**config.mk**
```make
export PLATFORM = sky130hd
export DESIGN_NAME = tx_gain_stage
export DESIGN_NICKNAME = d
export VERILOG_FILES = /design/src/verilog/tx_iq_sample_pkg.sv /design/src/verilog/tx_gain_stage.sv
export VERILOG_INCLUDE_DIRS = /design/src /design/src/verilog
export SDC_FILE = /design/constraint.sdc
export NUM_CORES = 1
export LEC_CHECK = 0
export BUFFER_PORTS_ARGS = -buffer_cell sky130_fd_sc_hd__buf_4
export CORE_ASPECT_RATIO = 0.7
export CORE_MARGIN = 2
export CORE_UTILIZATION = 64
export CTS_CLUSTER_SIZE = 10
export DETAILED_ROUTE_END_ITERATION = 6
export GPL_TIMING_DRIVEN = 0
export HOLD_SLACK_MARGIN = 0.08
export PLACE_DENSITY = 0.89
export SYNTH_ARGS = -nofsm -noshare
export SYNTH_HDL_FRONTEND = slang
export SYNTH_SLANG_ARGS = --single-unit
```
**constraint.sdc**
```tcl
create_clock -name clk -period 6.6 [get_ports clk]
set_input_delay 1.32 -clock clk [delete_from_list [all_inputs] [get_ports clk]]
set_output_delay 1.32 -clock clk [all_outputs]
set_load 0.05 [all_outputs]
```
**src/verilog/tx_iq_config.svh**
```systemverilog
// width, gain, fifo depth and fuzzer scaling macros for the tx i/q path
`ifndef TX_IQ_CONFIG_SVH
`define TX_IQ_CONFIG_SVH

// bits per I or Q component, as seen by the DAC
`define TX_IQ_WIDTH 16

// baseband gain, signed
`define TX_BB_GAIN_WIDTH 10
`define TX_GAIN_SHIFT 7     // gain has 7 fractional bits

// channel-state fuzzer taps, signed
`define TX_FUZZ_WIDTH 6
`define TX_FUZZ_SHIFT 4     // tap products scaled down by 16

// sample fifo
`define TX_FIFO_DEPTH 512
`define TX_FIFO_CNT_WIDTH 10 // must hold TX_FIFO_DEPTH itself

`endif

```
**src/verilog/tx_iq_sample_pkg.sv**
```systemverilog
// datapath types: i/q component, packed i/q pair, baseband and fuzzer gains, fifo count
`include "tx_iq_config.svh"

package tx_iq_sample_pkg;

    // one I or Q component
    typedef logic signed [`TX_IQ_WIDTH-1:0] iq_t;

    // Q in the upper half, I in the lower half
    typedef struct packed {
        iq_t q;
        iq_t i;
    } iq_pair_t;

    // baseband gain, applied before the fifo
    typedef logic signed [`TX_BB_GAIN_WIDTH-1:0] bb_gain_t;

    // fuzzer tap coefficient
    typedef logic signed [`TX_FUZZ_WIDTH-1:0] fuzz_gain_t;

    // fifo occupancy, also the hold threshold
    typedef logic [`TX_FIFO_CNT_WIDTH-1:0] fifo_cnt_t;

endpackage

```
**src/verilog/tx_gain_stage.sv**
```systemverilog
// tx_gain_stage: baseband gain multiply and fifo write strobe for core samples
`include "tx_iq_config.svh"

module tx_gain_stage (
    input  logic                        clk,
    input  logic                        rstn,
    input  tx_iq_sample_pkg::iq_t       rf_i,
    input  tx_iq_sample_pkg::iq_t       rf_q,
    input  logic                        rf_iq_valid,
    input  tx_iq_sample_pkg::bb_gain_t  bb_gain,
    input  logic                        tx_hold,
    output tx_iq_sample_pkg::iq_pair_t  scaled_pair,
    output logic                        scaled_wr
);

    // full product width, no overflow possible
    localparam int PROD_W = `TX_IQ_WIDTH + `TX_BB_GAIN_WIDTH;
    localparam int LSB    = `TX_GAIN_SHIFT;
    localparam int MSB    = `TX_GAIN_SHIFT + `TX_IQ_WIDTH - 1;

    logic signed [PROD_W-1:0] prod_i;
    logic signed [PROD_W-1:0] prod_q;

    // products only matter when scaled_wr is high
    always_ff @(posedge clk) begin
        prod_i <= rf_i * bb_gain;
        prod_q <= rf_q * bb_gain;
    end

    // a sample offered while held is dropped, the core is expected to stall
    always_ff @(posedge clk) begin
        if (!rstn) begin
            scaled_wr <= 1'b0;
        end else begin
            scaled_wr <= rf_iq_valid && !tx_hold;
        end
    end

    // undo the gain's fractional bits, upper bits wrap off
    assign scaled_pair = {prod_q[MSB:LSB], prod_i[MSB:LSB]};

endmodule

```
# After elaboration in Yosys (flattened, before gate mapping)

Cells that the tools add are included.

$mul: 2
Reduce and logical (&&, ||, !) cells: 2

Operators by type and width:

| kind                         | count |
|---|---|
| multiplier 16 x 10 -> 23 bit | 2 |
| logical AND 1 bit            | 1 |
| logical NOT 1 bit            | 1 |

Register bits: 47
Input bits: 46
Output and inout bits: 33
Word-level logic and storage cells: 7

# Depth between registers and ports, before layout

Depth after elaboration: 2
Depth in mapped cells: 20
Depth with buffers taken out: 19

# Worst setup path before layout

OpenSTA, ideal clock, no wires.

Path kind: input to register
From: input port bb_gain[8]
To: register prod_i[21]
Arrival time: 5.924 ns
Required time: 6.528 ns
Slack: 0.604 ns
Stages: 18
Path buffers: 2
Cell sequence: clkbuf_1 clkbuf_1 and2_1 fa_1 fa_1 fa_1 fa_1 inv_1 fa_1 inv_1 ha_1 a21oi_1 o31ai_1 a2111oi_0 a211oi_2 a21o_1 a21oi_1 xnor2_1

Cells in the longest elaborated chain, start to end: 1

RTL lines:

| what                         | line                | RTL |
|---|---|---|
| from (decl)                  | tx_gain_stage.sv:10 | `input tx_iq_sample_pkg::bb_gain_t bb_gain,` |
| multiplier 16 x 10 -> 23 bit | tx_gain_stage.sv:26 | `prod_i <= rf_i * bb_gain;` |
| to (signal assigned)         | tx_gain_stage.sv:26 |  |
| to (decl)                    | tx_gain_stage.sv:21 | `logic signed [PROD_W-1:0] prod_i;` |

Every way passes these cells.
A chain may end at the register's enable or synchronous reset.

# Worst setup path in the final report

From: input port bb_gain[1]
To: register prod_i[17]

The elaborated chain is that of the path after synthesis.

==> flow_summary_export.csv <==
group,metric,value,unit
status,status,"completed",
clock_network,h-tree-depth,2,
critical_path,critical_path.endpoint_type,"flop",
logic_synthesis,ys_types,49,
logic_synthesis,syn_avg_cell_area,8.83,um2
detailed_routing,vias_per_cell,5.43,
floorplanning,pin_count,79,
logic_synthesis,syn-num-nets,1651,
timing,relSlewSlack,53.7,%
floorplanning,dieArea,18400,um2
global_routing,grt_max_degree,13,
critical_path,crit_path_start_kind,"input port",
timing,drv_slew,0,
floorplanning,die_h,114,um
clock_network,tritoncts,"built",
placed_design,dp_slack,-0.287,ns
cells_and_area,area_growth,7.62,%
cells_and_area,nets,1709,
detailed_routing,drt_iter0_markers,674,
clock_network,holdBufCountCts,0,
power,total_power,5.75,mW
timing,max_freq,0.157,GHz
critical_path,crit_slowest_cell,"fa_1",
critical_path,crit_type,"in2reg",
power,power.density,482,nW/um2
global_routing,grt_pass1_vias,9226,
cells_and_area,antenna_cells,0,
detailed_routing,ant_nets,0,
detailed_routing,dr_total_vias,8387,
flow_run,maxCapViolCount,0,
logic_synthesis,yosysSeqAreaShare,5.96,%
detailed_routing,firstDrtPassIters,5,
placed_design,place_inst,1538,
placed_design,dp_hpwl,20800,um
critical_path,path_max_fanout,10,
critical_path,cp_data_required_time,6.83,ns
logic_synthesis,syn_inst,1255,
floorplanning,initial_core_util,64.9,%
critical_path,startpoint,"bb_gain[1]",
timing,finalSetupViolCount,0,
hold_path,hold_class,"in2reg",
timing,fin_crit,6.37,ns
detailed_routing,wirelength,24600,um
power,vdd_drop_max,0.500,mV
timing,finalSetupTns,0,ns
timing,final_hold_viol_count,0,
cells_and_area,final_cell_mix,"inv_1, fa_1, nand2_1",
cells_and_area,layout_commonest_cell,"inv_1",
global_routing,antenna_found_initial,0,
global_routing,grtUsageTotal,29.8,%
timing,rsz0062_at_grt,"true",
clock_network,clock_path_buffers,2,
clock_network,clk_pin_slew,0.06,ns
critical_path,worst_path_largest_cell_delay,0.56,ns
cells_and_area,layout.cells.non_filler,1544,
detailed_routing,wl_per_cell,15.9,um
critical_path,cp_num_buf_inv,7,
placed_design,numPortBuffers,52,
logic_synthesis,ys_warn_count,0,
global_routing,grt_pass1_wl,42900,um
critical_path,path_cells,"buf_4 -> clkbuf_1 -> nand2_1 -> fa_1 -> inv_1 -> fa_1 -> inv_1 -> fa_1 -> inv_1 -> fa_1 -> inv_1 -> fa_1 -> inv_1 -> ha_1 -> nand4_1 -> nor2_1 -> a221oi_2 -> o31ai_1 -> a21oi_1 -> o221ai_1 -> xnor2_1",
timing,worstMarginPinSlew,0.695,ns
critical_path,crit_end,"prod_i[17]",
floorplanning,die_x,161,um
timing,fin_crit_sh,96.4,%
cells_and_area,drive_gt1_share,6.40,%
timing,timing.hold.ws,1.26,ns
placed_design,gp_congestion,0.927,
floorplanning,core.rowCount,40,
logic_synthesis,syn_area,11100,um2
clock_network,cts_root_buffer,"clkbuf_16",
critical_path,critical_path_depth,21,
clock_network,clock_sinks,33,
logic_synthesis,ys_seq_elements,33,
critical_path,cp_top_family,"adder cells",
global_routing,globalRouteOverflowTotal,0,
timing,worst_slack,0.235,ns
detailed_routing,drc,0,
critical_path,crit_arrival,6.59,ns
power,p_leak,6.29,nW
floorplanning,core-area,17100,um2
clock_network,numCtsBuffers,5,
## synthesized netlist by cell type, drive strengths merged
master	instances	area (um2)
o31ai	7	57.6
xnor3	1	22.5
a41o	1	10.0
and3b	1	8.76
ha	104	1300
a21o	4	30.0
fa	246	4920
nor2b	22	138
a41oi	1	8.76
a31o	1	8.76
dfxtp	33	661
and2b	1	7.51
nand2b	7	43.8
o211ai	2	15.0
inv	337	1260
and2	110	688
a211oi	5	42.5
a31oi	2	12.5
nor3	6	41.3
a221oi	1	15.0
o21bai	1	7.51
a22oi	1	7.51
nand4b	2	17.5
clkbuf	52	195
o21ai	4	20.0
a211o	2	17.5
or3	2	13.8
xnor2	38	348
and3	2	12.5
o31a	1	8.76
o221ai	1	8.76
a2111oi	2	18.8
a21oi	20	100
xor2	14	123
nor2	17	63.8
nand3	9	45.0
nand2	180	678
nand4	9	56.3
o21a	3	23.8
buf	3	15.0
## layer usage
metal  share of wire [%]  track usage (%)  wire length [um]  up-vias
met3                  11             7.64              2750       69
met4                 3.3             11.4               801        0
li1                    -                -                 -     3738
met5                   0                0                 0        -
met1                  39             39.2              9650     4168
met2                  46             48.2             11400      412
## per-stage QoR
stage,cell area (um2),util (%)
3_3_place_gp,11800,68.9
4_1_cts,11900,69.8
6_report,11900,69.9
5_1_grt,11900,69.9
3_5_place_dp,11800,68.9
2_1_floorplan,11100,-
## worst min path at each step
stage / start / to / slack [ns] / cells after the start
after floorplan: rstn / scaled_wr / 1.48 / 1
after global placement: rstn / scaled_wr / 1.57 / 2
after detailed placement: rstn / scaled_wr / 1.57 / 2
after CTS: rstn / scaled_wr / 1.26 / 2
after global routing: rstn / scaled_wr / 1.28 / 2
final: rstn / scaled_wr / 1.26 / 2
## cells by family (layout without fill, tap and decap cells)
logic type,Yosys count,count (layout),share of synthesized area [%]
buffers and inverters,392,450,13.3
xor gates and xnor gates,53,53,4.45
AOI/OAI and AO/OA,59,59,3.73
adders and majority gates,350,350,56.2
and+or+nand+nor,368,368,16.4
DFF,33,33,5.96
## report_power, final
| part | total (mW) | switching [mW] | internal, mW |
|---|---|---|---|
| Sequential | 0.408 | 0.0265 | 0.382 |
| Combinational | 5.09 | 2.99 | 2.10 |
| Clock | 0.250 | 0.102 | 0.149 |
## cell type report
| class | instances | area, um2 |
|---|---|---|
| Buffer | 54 | 221 |
| Clock buffer | 7 | 143 |
| Fill cell | 1290 | 5140 |
| Inverter | 337 | 1260 |
| Multi-Input combinational cell | 830 | 8960 |
| Sequential cell | 33 | 661 |
| Tap cell | 231 | 289 |
| Timing Repair Buffer | 52 | 390 |
## what timing repair did
action | 4_1_cts | 5_1_grt
gates resized for setup | 0 | 28
setup endpoints to repair | 0 | 14
setup buffers | 0 | 0
## flip-flops by register name (all words and copies together), names as in the netlist
name       flops
scaled_wr      1
prod_q        16
prod_i        16
Note: power is estimated with default switching activity, not from simulation.
