`src/verilog/tx_iq_config.svh`:
```
// width, gain, fifo depth and fuzzer scaling macros for the tx i/q path
`ifndef TX_IQ_CONFIG_SVH
`define TX_IQ_CONFIG_SVH

// bits per I or Q component, as seen by the DAC
`define TX_IQ_WIDTH 16

// baseband gain, signed
`define TX_BB_GAIN_WIDTH 10
`define TX_GAIN_SHIFT 7     // gain has 7 fractional bits

// channel-state fuzzer taps, signed
`define TX_FUZZ_WIDTH 6
`define TX_FUZZ_SHIFT 4     // tap products scaled down by 16

// sample fifo
`define TX_FIFO_DEPTH 512
`define TX_FIFO_CNT_WIDTH 10 // must hold TX_FIFO_DEPTH itself

`endif

```
`src/verilog/tx_iq_sample_pkg.sv`:
```
// datapath types: i/q component, packed i/q pair, baseband and fuzzer gains, fifo count
`include "tx_iq_config.svh"

package tx_iq_sample_pkg;

    // one I or Q component
    typedef logic signed [`TX_IQ_WIDTH-1:0] iq_t;

    // Q in the upper half, I in the lower half
    typedef struct packed {
        iq_t q;
        iq_t i;
    } iq_pair_t;

    // baseband gain, applied before the fifo
    typedef logic signed [`TX_BB_GAIN_WIDTH-1:0] bb_gain_t;

    // fuzzer tap coefficient
    typedef logic signed [`TX_FUZZ_WIDTH-1:0] fuzz_gain_t;

    // fifo occupancy, also the hold threshold
    typedef logic [`TX_FIFO_CNT_WIDTH-1:0] fifo_cnt_t;

endpackage

```
`src/verilog/csi_fuzzer.sv`:
```
// csi_fuzzer: three-tap complex channel filter with 90-degree tap rotation
`include "tx_iq_config.svh"

module csi_fuzzer (
    input  logic                         clk,
    input  logic                         rstn,
    input  tx_iq_sample_pkg::iq_pair_t   iq,
    input  logic                         iq_valid,
    input  tx_iq_sample_pkg::fuzz_gain_t gain1,
    input  logic                         gain1_rot90,
    input  tx_iq_sample_pkg::fuzz_gain_t gain2,
    input  logic                         gain2_rot90,
    output tx_iq_sample_pkg::iq_pair_t   iq_out
);

    import tx_iq_sample_pkg::*;

    localparam int TAP_IN_W = `TX_IQ_WIDTH + 1;          // room for -q
    localparam int TAP_P_W  = TAP_IN_W + `TX_FUZZ_WIDTH;

    iq_pair_t                    x1;  // previous input
    iq_pair_t                    x2;  // the one before
    logic signed [TAP_IN_W-1:0]  t1_i;
    logic signed [TAP_IN_W-1:0]  t1_q;
    logic signed [TAP_IN_W-1:0]  t2_i;
    logic signed [TAP_IN_W-1:0]  t2_q;
    iq_t                         acc_i;
    iq_t                         acc_q;

    // exact product, scaled, wrapped to a component
    function automatic iq_t tap_term(input fuzz_gain_t g, input logic signed [TAP_IN_W-1:0] x);
        logic signed [TAP_P_W-1:0] p;
        p = g * x;
        return iq_t'(p >>> `TX_FUZZ_SHIFT);
    endfunction

    // rotation takes (i, q) to (-q, i)
    always_comb begin
        t1_i = gain1_rot90 ? -x1.q : x1.i;
        t1_q = gain1_rot90 ? x1.i : x1.q;
        t2_i = gain2_rot90 ? -x2.q : x2.i;
        t2_q = gain2_rot90 ? x2.i : x2.q;
    end

    // sums wrap at 16 bits
    assign acc_i = iq.i + tap_term(gain1, t1_i) + tap_term(gain2, t2_i);
    assign acc_q = iq.q + tap_term(gain1, t1_q) + tap_term(gain2, t2_q);

    // delay line and output step together, once per DAC request
    always_ff @(posedge clk) begin
        if (!rstn) begin
            x1     <= '0;
            x2     <= '0;
            iq_out <= '0;
        end else if (iq_valid) begin
            x1     <= iq;
            x2     <= x1;
            iq_out <= '{q: acc_q, i: acc_i};
        end
    end

endmodule

```
`config.mk`:
```
export PLATFORM = sky130hd
export DESIGN_NAME = csi_fuzzer
export DESIGN_NICKNAME = d
export VERILOG_FILES = /design/src/verilog/tx_iq_sample_pkg.sv /design/src/verilog/csi_fuzzer.sv
export VERILOG_INCLUDE_DIRS = /design/src /design/src/verilog
export SDC_FILE = /design/constraint.sdc
export NUM_CORES = 1
export LEC_CHECK = 0
export ABC_CLOCK_PERIOD_IN_PS = 7800
export BUFFER_PORTS_ARGS = -buffer_cell sky130_fd_sc_hd__buf_4
export CORE_MARGIN = 3
export CORE_UTILIZATION = 59
export DETAILED_ROUTE_END_ITERATION = 12
export GPL_ROUTABILITY_DRIVEN = 0
export GPL_TIMING_DRIVEN = 0
export PLACE_DENSITY = 0.91
export SYNTH_ARGS = -nofsm -noshare
export SYNTH_HDL_FRONTEND = slang
export SYNTH_SLANG_ARGS = --single-unit
```
`constraint.sdc`:
```
create_clock -name clk -period 7.8 [get_ports clk]
set_input_delay 0 -clock clk [delete_from_list [all_inputs] [get_ports clk]]
set_output_delay 0 -clock clk [all_outputs]
set_load 0.01 [all_outputs]
```
Word-level counts from Yosys, hierarchy flattened --
Index checks and enable logic that the tools add are counted.
Storage, ports and cells: output and inout bits 32, input port bits 49, bits in registers 96
Cells by class: add/subtract/negate cells 6, multipliers 4, mux-type cells 4
Operators with widths (count):
- multiplier 6 x 17 -> 20 bit | 4
- two-way mux 17 bit | 4
- adder 16 bit | 4
- negator 16 -> 17 bit | 2

Logic depth before layout (Yosys ltp) --
depth in word-level cells 5, gate-level depth with buffers 40

Worst setup path after synthesis --
OpenSTA, ideal clock, no wires.
path type flip-flop to flip-flop, from register x1[18] in the netlist's numbering, to register iq_out[15] in the netlist's numbering, path slack -0.579 ns, path buffers 1, clock period less this slack 8.379 ns, arrival time 8.314 ns, cell stages (with the launch flop) 37, setup time 0.066 ns, data required time 7.734 ns, cell sequence dfxtp_1 > clkbuf_1 > or4_1 > nor2_1 > xnor2_1 > mux2i_1 > nor2b_1 > fa_1 > fa_1 > inv_1 > fa_1 > inv_1 > fa_1 > fa_1 > a21o_1 > a21oi_1 > o21bai_1 > a21oi_1 > o21bai_1 > a21oi_1 > o21bai_1 > a2111oi_0 > o31ai_1 > a21oi_1 > xor2_1 > fa_1 > xnor2_1 > xnor2_1 > xnor2_1 > xnor3_1 > xnor3_1 > xnor3_1 > xor2_1 > xnor2_1 > xnor2_1 > mux2i_1 > nor2b_1
Between the ends: cells in the longest elaborated chain, start to end 5
RTL lines:
- start, declared | line csi_fuzzer.sv:21 | iq_pair_t x1;
- start signal, assigned | line csi_fuzzer.sv:56 | x1 <= iq;
- negator 16 -> 17 bit | line csi_fuzzer.sv:39 | t1_i = gain1_rot90 ? -x1.q : x1.i;
- two-way mux 17 bit | line csi_fuzzer.sv:39
- multiplier 6 x 17 -> 20 bit | line csi_fuzzer.sv:33 | p = g * x;
- adder 16 bit (2 in a row) | line csi_fuzzer.sv:46 | assign acc_i = iq.i + tap_term(gain1, t1_i) + tap_term(gain2, t2_i);
- end signal, assigned | line csi_fuzzer.sv:58 | iq_out <= '{q: acc_q, i: acc_i};
- end, declared | line csi_fuzzer.sv:13 | output tx_iq_sample_pkg::iq_pair_t iq_out
No other way between the ends. A chain may end at the register's enable or synchronous reset.

Worst setup path in the final report --
from register x1[17] in the netlist's numbering, to register iq_out[15] in the netlist's numbering
Same word-level chain as after synthesis.

==> results.toml <==
[status]
outcome = "finished with violations"
failed_checks = "setup timing"

[critical_path]
reg2reg_depth = 35
worst_ep_arrival_time_ps = 8780
timing.critical_path.from = "x1[17]"
critical_path_class = "register to register"
cp_slowest_cell = "or4_4"
worstSetupStartpointType = "register"
timing.rr.start = "x1[17]"
crit_required_ps = 8080
endpoint_kind = "register"
r2r_end = "iq_out[15]"
crit_path_max_fanout = 7
regToRegSetupSlack_ps = -700
slowest_delay_ps = 590

[finish]
design_area_sq_mm = 0.02043
insertedDiodeCount = 0
seq_area_sq_mm = 0.001941
fillers = 2000
area_growth_pct = 12.11
nets = 2613
drive_gt1_share_pct = 11.33
multiInputGateArea_sq_mm = 0.01544

[cts]
clk_pin_slew_worst_paths_ps = 70
numCtsBuffers = 9
cts_tree = "built"
cts_buffer_depth = 2
clock_sinks = 96
root_buffer = "clkbuf_16"
cts-htree-levels = 3
clk_latency_ps = 350

[synthesis]
synth_top_area_share_pct = 30.54
muxShareOfSynthArea_pct = 8.041
synth_top_family_by_area = "adder cells"
synth_compound_area_share_pct = 6.256
synth-simple-area-share_pct = 20.13
yosys_warnings = 0
synthTopCellsByArea = "fa_1 (31%), ha_1 (11%), dfxtp_1 (11%)"
syn_area_sq_mm = 0.01822
synth_ff_type = "dfxtp_1"
synth_common_cells = "nor2b_1 (283), fa_1 (278), inv_1 (267), ha_1 (162), nand2_1 (144)"
synth_adder_area_share_pct = 41.67
yosys.area.top_type = "fa_1"
synth.distinct_cells = 58
synth_edf_count = 0
synthXorXnorAreaFrac_pct = 6.324
avgSynthCellArea_sq_um = 9.147
synthesis.instances = 1992
syn_nets = 2481
synth-seq-cells = 96
yosysMostFrequentCell = "nor2b_1"
ys_seq_area_share_pct = 10.55
async_flop_share_pct = 0

[floorplan]
io_pins = 81
core_area_sq_mm = 0.03003
die_area_sq_mm = 0.03303
std_cell_rows = 63
die_w_um = 181.7
start_util_pct = 60.67
die_y_um = 181.7

[sta]
min_period_over_period_pct = 109.0
relSlewSlack_pct = 31.84
rsz0062_at_grt = "true"
period_minus_slack_ps = 8503
whs_ps = 8.921
fmax_ghz = 0.1176
worst_pin_slew_ps = 1009
clock_skew_ps = 9.868
finalMaxSlewViolations = 0
worst_slack_ps = -702.8
finalSetupViolCount = 1
final-hold-violation-count = 0

[hold_path]
hold_depth = 3
whs_endpoint = "x1[20]"
hold_class = "primary input to register"
min_from = "iq[20]"

[route]
dr.pass1.iters = 8
postRouteAntennaNets = 0
avgRoutedWirePerCell_um = 21.11
viasPerCell = 6.134
wl_mm = 53.14
num_vias = 15450
drcViolationCount = 0
drt-initial-drc-count = 1985

[global_route]
grt_max_degree = 17
grtUsageTotal_pct = 31.23
antenna_found_initial = 0
grtUsageMet2_pct = 52.20
grt_overflow_total = 0
grt_pass1_wl_mm = 82.25
met1_usage_pct = 38.65
grtUsageMet3_pct = 5.629
grt_pass1_vias = 16070
busiest_layer = "met2"

[run]
cap_viol_max_count = 0

[placed_design]
dpl_cell_area_sq_mm = 0.01931
dp_hpwl_mm = 40.26
io_buffers = 77
## registers in the layout, summed over array words and instances, names as in the netlist
name	cells
iq_out	32
x1	32
x2	32
## critical path, delay by kind of cell, from the launching register on
family / cells / cell delay [ps]
adder cells (fa/ha/maj): 6 / 2700
XOR/XNOR: 11 / 2240
AO/OA/AOI/OAI: 10 / 1680
AND/OR/NAND/NOR: 4 / 1070
flip-flops: 1 / 380
multiplexers: 2 / 260
buffers and inverters: 2 / 100
## cell usage in the layout, fill, tap and decap left out, types with 17 or more instances in the layout
cell,instances
nor2b_1,281
inv_1,267
ha_1,160
xor2_1,20
dlygate4sd3_1,21
nand2_1,144
buf_4,104
o21ai_0,26
clkbuf_1,58
fa_1,274
xnor2_1,91
mux2i_1,113
or2_2,17
nand2b_1,42
and2_1,52
nor2_1,63
a21oi_1,39
dfxtp_1,85
## cell type report
| class | count | share of cell area, % |
|---|---|---|
| Tap cell | 390 | 2.389 |
| Clock buffer | 10 | 1.121 |
| Sequential cell | 96 | 9.500 |
| Clock inverter | 5 | 0.3246 |
| Inverter | 267 | 4.906 |
| Buffer | 68 | 1.323 |
| Multi-Input combinational cell | 1557 | 75.59 |
| Timing Repair Buffer | 125 | 4.851 |
## stage by stage
stage	utilization (%)	TNS, ps	instances	setup WS, ps
2_1_floorplan	-	0	1992	6.683
3_3_place_gp	64.30	-2034	2459	-1202
3_5_place_dp	64.30	-3083	2459	-1412
4_1_cts	66.79	-523.3	2499	-523.3
5_1_grt	68.02	-1528	2518	-956.3
6_report	68.02	-702.8	2518	-702.8
## how the worst max path moves through the flow
stage                            end  slack, ps  cells past startpoint
after floorplan           iq_out[15]          7                     36
after CTS                 iq_out[15]       -520                     35
final                     iq_out[15]       -700                     35
after global placement    iq_out[15]      -1200                     36
after global routing      iq_out[15]       -960                     33
after detailed placement  iq_out[15]      -1410                     36
## repair_timing
action	CTS	global route
cloned	0	0
setup endpoints to repair	5	6
endpoints found under the hold margin	21	0
gates resized for setup	46	63
hold buffers	21	0
pin swaps	19	46
buffers inserted	8	19
## metal layers
| metal | vias to the layer above | part of all wire (%) | wire length (um) |
|---|---|---|---|
| li1 | 6595 | - | - |
| met5 | - | 0 | 0 |
| met2 | 1025 | 48 | 25400 |
| met1 | 7509 | 36 | 18950 |
| met3 | 316 | 10 | 5398 |
| met4 | 0 | 6.4 | 3403 |
## cell families (layout without fill, tap and decap cells)
kind of cell,Yosys count,in the layout
simple gates,671,671
fa+ha+maj,440,440
buf+inv,339,475
compound gates,176,176
mux,144,144
xor+xnor,126,126
flops,96,96
Power is left out: the tool's default activity adds up to more than one toggle a clock period on the data nets, which glitch-free logic cannot reach.
